$ cat config.mk
export PLATFORM = sky130hd
export DESIGN_NAME = sw_align_ctrl
export DESIGN_NICKNAME = d
export VERILOG_FILES = /design/src/logic/sw_pkg.sv /design/src/logic/sw_align_ctrl.sv
export SDC_FILE = /design/constraint.sdc
export NUM_CORES = 1
export LEC_CHECK = 0
export ABC_AREA = 1
export CORE_ASPECT_RATIO = 0.75
export CORE_MARGIN = 1.5
export CORE_UTILIZATION = 45
export CTS_CLUSTER_SIZE = 12
export DETAILED_ROUTE_END_ITERATION = 6
export DONT_BUFFER_PORTS = 1
export PLACE_DENSITY_LB_ADDON = 0.2
export SLEW_MARGIN = 30
export SYNTH_ARGS = -nofsm -noshare
export SYNTH_HDL_FRONTEND = slang
export SYNTH_SLANG_ARGS = --single-unit
$ cat constraint.sdc
create_clock -name i_clk -period 1.6 [get_ports i_clk]
set_input_delay 0.08 -clock i_clk [delete_from_list [all_inputs] [get_ports i_clk]]
set_output_delay 0.08 -clock i_clk [all_outputs]
set_load 0.1 [all_outputs]
$ cat src/logic/sw_pkg.sv
package sw_pkg;

    // array geometry
    localparam int NUM_PE        = 16;
    localparam int PE_IDX_W      = $clog2(NUM_PE);

    // datapath widths
    localparam int SCORE_W       = 14;
    localparam int QPOS_W        = 10;
    localparam int MAX_QUERY_LEN = 1000;

    // affine gap scoring
    localparam int MATCH_SCORE    = 2;
    localparam int MISMATCH_SCORE = -3;
    localparam int GAP_OPEN       = 12;
    localparam int GAP_EXTEND     = 1;

    // nucleotide code, A/C/G/T in two bits
    typedef logic [1:0]                base_t;
    typedef logic signed [SCORE_W-1:0] score_t;
    typedef logic [QPOS_W-1:0]         qpos_t;
    typedef logic [PE_IDX_W-1:0]       pe_idx_t;

    // most negative score, stands in for minus infinity
    localparam score_t NEG_INF = {1'b1, {(SCORE_W-1){1'b0}}};

endpackage
$ cat src/logic/sw_align_ctrl.sv
module sw_align_ctrl (
    input  logic            i_clk,
    input  logic            i_rst,
    input  logic            i_start,
    input  logic            i_query_valid,
    input  logic            i_query_last,
    input  logic            i_any_valid,
    input  sw_pkg::score_t  i_max,
    input  sw_pkg::pe_idx_t i_idx,
    output logic            o_busy,
    output logic            o_done,
    output sw_pkg::score_t  o_score,
    output sw_pkg::pe_idx_t o_end_ref,
    output sw_pkg::qpos_t   o_end_query
);
    import sw_pkg::*;

    typedef enum logic [1:0] {
        IDLE,
        FILL,
        DRAIN
    } state_t;

    typedef logic [PE_IDX_W:0] drain_t;

    state_t state;
    drain_t drain_cnt;
    // column seen by PE 0 for the current tree result
    qpos_t  wave;
    qpos_t  win_col;

    assign o_busy  = (state != IDLE);
    assign win_col = wave - qpos_t'(i_idx);

    always_ff @(posedge i_clk or posedge i_rst) begin
        if (i_rst) begin
            state     <= IDLE;
            drain_cnt <= '0;
            o_done    <= 1'b0;
        end else begin
            o_done <= 1'b0;
            case (state)
                IDLE: begin
                    if (i_start) begin
                        state <= FILL;
                    end
                end
                FILL: begin
                    if (i_query_valid && i_query_last) begin
                        state     <= DRAIN;
                        // last column still has to cross the array and the tree
                        drain_cnt <= drain_t'(NUM_PE);
                    end
                end
                DRAIN: begin
                    if (drain_cnt == '0) begin
                        state  <= IDLE;
                        o_done <= 1'b1;
                    end else begin
                        drain_cnt <= drain_cnt - 1'b1;
                    end
                end
                default: begin
                    state <= IDLE;
                end
            endcase
        end
    end

    always_ff @(posedge i_clk or posedge i_rst) begin
        if (i_rst) begin
            wave        <= '0;
            o_score     <= '0;
            o_end_ref   <= '0;
            o_end_query <= '0;
        end else if (i_start && !o_busy) begin
            wave        <= '0;
            o_score     <= '0;
            o_end_ref   <= '0;
            o_end_query <= '0;
        end else if (i_any_valid) begin
            wave <= wave + 1'b1;
            // earlier diagonal keeps the title on a tie
            if (i_max > o_score) begin
                o_score     <= i_max;
                o_end_ref   <= i_idx;
                o_end_query <= win_col;
            end
        end
    end

    a_start_idle: assert property (@(posedge i_clk) disable iff (i_rst)
        i_start |-> !o_busy)
        else $error("start while busy");

    a_query_in_job: assert property (@(posedge i_clk) disable iff (i_rst)
        i_query_valid |-> (state != IDLE))
        else $error("query base outside a job");

    // done lands a fixed distance after the final base
    a_done_latency: assert property (@(posedge i_clk) disable iff (i_rst)
        o_done |-> $past(i_query_valid && i_query_last, NUM_PE + 2))
        else $error("done at wrong cycle");

endmodule

# After elaboration in Yosys (flattened, before gate mapping)
# Cells that the tools add are included.
# W data, S select, Z words.
[word_totals]
ff_bits = 46
wordCells = 49
output_inout_bits = 30
input_bits = 24
[op_classes]
n_eq_ne = 6
n_reduce_logical = 12
order_cmp = 1
muxes = 20
addsub = 3
[op_table]
columns = ["cell", "n"]
rows = [
  ["$mux W10", 5],
  ["$mux W14", 3],
  ["$gt A14 B14 Y1", 1],
  ["$mux W4", 3],
  ["$add A10 B1 Y10 const B", 1],
  ["$mux W5", 2],
  ["$pmux W5 S2", 1],
  ["$sub A10 B4 Y10", 1],
  ["$ne A2 B2 Y1 const B", 4],
  ["$reduce_bool A2 Y1", 4],
  ["$mux W2", 3],
  ["$pmux W2 S3", 1],
  ["$reduce_and A3 Y1", 2],
  ["$logic_not A5 Y1", 1],
  ["$sub A5 B1 Y5 const B", 1],
  ["$eq A2 B1 Y1 const B", 1],
  ["$eq A2 B2 Y1 const B", 1],
  ["$logic_and A1 B1 Y1", 2],
  ["$logic_not A2 Y1", 1],
  ["$mux W1", 2],
  ["$reduce_and A2 Y1", 1],
  ["$logic_not A1 Y1", 1],
]

# Depth between registers and ports, before layout
[depth]
word_depth = 5
mapped_depth = 14
mapped_depth_nobuf = 13

# Worst setup path after synthesis
# OpenSTA, ideal clock, no wires.
[synth_timing]
path_kind = "register to register"
start = "register o_score[13]"
end = "register o_score[0]"
arrival_ns = 2.348
path_buffers = 1
path_slack_ns = -0.868
synth_period_minus_slack_ns = 2.468
required_ns = 1.480
path_stages_with_launch = 13
setup_ns = 0.120
cell_sequence = "dfrtp_1 -> inv_1 -> ha_1 -> nand2_2 -> nor2_2 -> nand2_2 -> nor2_4 -> nand2_2 -> nand3_1 -> nand3_4 -> buf_6 -> nand3_2 -> nand2_1"
[synth_via]
elab_chain_cells = 3
[synth_lines]
columns = ["item", "line_no", "text"]
rows = [
  ["start, declared", "sw_align_ctrl.sv:12", "output sw_pkg::score_t o_score,"],
  ["start signal, assigned", "sw_align_ctrl.sv:85", "o_score <= i_max;"],
  ["$gt A14 B14 Y1", "sw_align_ctrl.sv:84", "if (i_max > o_score) begin"],
  ["$reduce_bool A2 Y1 (no line)", "-", ""],
  ["$reduce_and A2 Y1 (no line)", "-", ""],
]
# No other way between the ends.
# A chain may end at the register's enable or synchronous reset.

# Worst setup path in the final report
[layout_timing]
start = "register o_score[13]"
end = "register o_end_ref[1]"
[layout_via]
elab_chain_cells = 3
[layout_lines]
columns = ["item", "line_no", "text"]
rows = [
  ["$gt A14 B14 Y1", "sw_align_ctrl.sv:84", ""],
  ["$reduce_bool A2 Y1 (no line)", "-", ""],
  ["$reduce_and A2 Y1 (no line)", "-", ""],
  ["end signal, assigned", "sw_align_ctrl.sv:86", "o_end_ref <= i_idx;"],
  ["end, declared", "sw_align_ctrl.sv:13", "output sw_pkg::pe_idx_t o_end_ref,"],
]
# No other way between the ends.

==> flow_metrics.env <==
export IMPL_crit_family="simple AND/OR/NAND/NOR gates"
export IMPL_die_w_um=96.5
export IMPL_numCtsBuffers=5
export IMPL_gp_congestion=0.856
export IMPL_drtAntennaViolNets=0
export IMPL_grt_pass1_vias=2627
export IMPL_skew_ns=0.0101
export IMPL_grtUsageTotal=0.220
export IMPL_slew_headroom=0.663
export IMPL_hold_path_class="input port to flip-flop"
export IMPL_fmax_ghz=0.529
export IMPL_clock_latency_ns=0.31
export IMPL_initial_core_util=0.467
export IMPL_cts_path_max_buffers=2
export IMPL_worst_pin_slew_ns=0.505
export IMPL_hold_viol_final=0
export IMPL_hold_depth=3
export IMPL_dr_pass1_iters=4
export IMPL_grt_max_degree=26
export IMPL_vias_per_cell=5.07
export IMPL_layout_setup_ws_ns=-0.291
export IMPL_hold_end="wave[4]"
export IMPL_clock_sinks=46
export IMPL_critPathKind="flip-flop to flip-flop"
export IMPL_grt_pass1_wl_mm=12.0
export IMPL_wirelength_mm=7.61
export IMPL_nFillCells=488
export IMPL_report_final_slew_viol_count=0
export IMPL_diodes=0
export IMPL_synth_top_family_by_area="simple AND/OR/NAND/NOR gates"
export IMPL_worstSetupStartpointType="flip-flop"
export IMPL_cp_common_cell="nand2_4"
export IMPL_layout_drive_gt1_share=0.402
export IMPL_dp_slack_ns=-0.264
export IMPL_synthCells=371
export IMPL_slowest_stage="dfrtp_4"
export IMPL_wire_per_inst_um=14.3
export IMPL_yosysWarnings=0
export IMPL_final_core_util=0.678
export IMPL_synthAdderAreaFrac=0.0958
export IMPL_cts_tree="done"
export IMPL_powerDensity_nw_per_um2=2180
export IMPL_cellLeakagePower_uw=0.00213
export IMPL_syn_to_final_growth_pct=45.1
export IMPL_cap_violations=0
export IMPL_syn_area_per_cell_um2=7.95
export IMPL_synth_area_um2=2950
export IMPL_rows=25
export IMPL_r2r_start="o_score[13]"
export IMPL_antenna_found_initial=0
export IMPL_failed_checks="negative setup slack"
export IMPL_hp_start="i_any_valid"
export IMPL_cp_arrival_ns=2.09
export IMPL_ioPinCount=54
export IMPL_synth_xor_area_frac=0.00891
export IMPL_critPathCaptureType="flip-flop"
export IMPL_synth_seq_area_share=0.390
export IMPL_dieArea_um2=7060
export IMPL_dp_hpwl_mm=5.14
export IMPL_ir_worst_vdd_uv=965
export IMPL_crit_path_max_incr_delay_ns=0.49
export IMPL_ys_ff_latch=46
export IMPL_dr_first_iter_drc_count=122
export IMPL_synth_nets=417
export IMPL_cp_max_fo=12
export IMPL_layout_min_cycle_time_ns=1.89
export IMPL_vias=2709
export IMPL_ys_types=29
export IMPL_grt_remaining_overflow=0
export IMPL_rsz0062_at_grt="true"
export IMPL_setup_violations=28
export IMPL_drc_errors=0
export IMPL_period_share=1.18
export IMPL_r2r_cells=12
export IMPL_yosys_area_share_simple=0.328
export IMPL_crit_chain="inv_2 -> ha_4 -> nand2_4 -> nor2_4 -> buf_4 -> a21oi_4 -> nand2_4 -> nand2_4 -> nand3_4 -> buf_12 -> nand3_2 -> nand2_1"
export IMPL_finalPower_uw=9330
export IMPL_reg2reg_setup_slack_ns=-0.29
export IMPL_synth_compound_area_share=0.0543
export IMPL_h_tree_depth=2
export IMPL_crit_required_ns=1.80
export IMPL_rr_endpoint="o_end_ref[1]"
export IMPL_port_buffers=0
export IMPL_core_um2=6320
export IMPL_clk_pin_slew_ns=0.09
export IMPL_status="complete, but fails checks"
export IMPL_cts_root_buf="clkbuf_8"
export IMPL_cp_num_buf_inv=3
export IMPL_final_net_count=498
export IMPL_synth_mux_area_fraction=0
export IMPL_fp_dieH_um=73.1
## final cells by class
cell class                      instances  area (µm²)  area share
Timing Repair Buffer                   89         801       0.187
Multi-Input combinational cell        249        1840       0.429
Sequential cell                        46        1200       0.281
Tap cell                               81         101      0.0237
Clock buffer                            6        72.6      0.0169
Inverter                               61         231      0.0541
Clock inverter                          2        37.5     0.00877
## registers in the layout, summed over array words and instances, names as in the netlist
name,flops
drain_cnt,5
o_done,1
o_end_query,10
o_end_ref,4
o_score,14
state,2
wave,10
## cells in the final DEF, fill, tap and decap left out, drive strengths merged, types with 2 or more instances in the layout
| cell type | n |
|---|---|
| nand4 | 30 |
| xor2 | 2 |
| nor3 | 4 |
| dfrtp | 46 |
| ha | 21 |
| buf | 69 |
| a21oi | 14 |
| o21ai | 13 |
| nor2 | 23 |
| inv | 61 |
| dlygate4sd3 | 20 |
| clkbuf | 6 |
| nand2 | 89 |
| nand3 | 46 |
## power breakdown
group / switching [µW] / internal (µW)
Sequential: 310 / 1660
Clock: 421 / 467
Combinational: 4440 / 2030
## metal layers
metal  track usage  share of wire
met2         0.380           0.51
met3        0.0406          0.029
met4        0.0596         0.0058
met5             0              0
met1         0.283           0.45
## through the flow
| step | TNS (ns) | std cells | hold slack [ns] | area, µm² |
|---|---|---|---|---|
| floorplan | -9.59 | 371 | 0.210 | 3100 |
| global placement | -5.65 | 493 | 0.0153 | 3560 |
| detailed placement | -6.73 | 493 | 0.0279 | 3560 |
| CTS | -6.82 | 524 | 0.0165 | 4030 |
| global route | -10.12 | 534 | 0.0533 | 4280 |
| finish | -7.62 | 534 | 0.0363 | 4280 |
## cell families (layout without fill, tap and decap cells)
kind of cell	after synthesis	after routing
compound gates	30	30
fa+ha+maj	22	22
flops	46	46
xor+xnor	3	3
buf+inv	76	158
simple gates	194	194
## synthesized netlist by cell type
library cell,count,share of area
ha_1,21,0.089
nand3_4,1,0.0059
and3_1,1,0.0021
buf_2,4,0.0068
nor2_2,1,0.0021
inv_1,61,0.078
o31ai_1,1,0.0025
nand4_1,30,0.064
a21oi_1,13,0.022
nor2_1,21,0.027
buf_6,9,0.034
nand2_2,5,0.011
clkbuf_1,1,0.0013
nor4_1,1,0.0021
buf_4,1,0.0025
a21oi_2,1,0.0030
o21ai_0,13,0.022
nand3_2,11,0.037
nand3_1,34,0.058
a31oi_1,1,0.0021
a21boi_0,1,0.0025
nor2_4,1,0.0038
nor3_1,4,0.0068
xnor2_1,1,0.0030
fa_1,1,0.0068
nand2_4,1,0.0038
dfrtp_1,46,0.39
nand2_1,83,0.11
xor2_1,2,0.0059
## worst reg2reg max path, delay by kind of cell (launching register included)
family / cells / cell delay (ns)
buffers and inverters: 3 / 0.38
and+or+nand+nor: 7 / 0.51
AOI/OAI and AO/OA: 1 / 0.20
adders and majority gates: 1 / 0.21
DFF: 1 / 0.49
## how the worst max path moves through the flow
stage,startpoint,end,slack (ns),cells after the start
6_report,o_score[13],o_end_ref[1],-0.29,12
5_1_grt,o_score[12],o_end_query[6],-0.39,13
4_1_cts,o_score[10],o_end_query[9],-0.27,13
3_5_place_dp,wave[0],o_end_query[8],-0.26,12
3_3_place_gp,wave[0],o_end_query[8],-0.24,12
2_1_floorplan,o_score[13],o_end_query[3],-0.38,13
## timing repair
action	in CTS	in global routing
setup endpoints to repair	29	33
setup buffers	3	10
endpoints found under the hold margin	41	0
pin swaps	18	29
gates resized for setup	28	45
hold buffers	20	0
(Power assumes the default switching activity.)
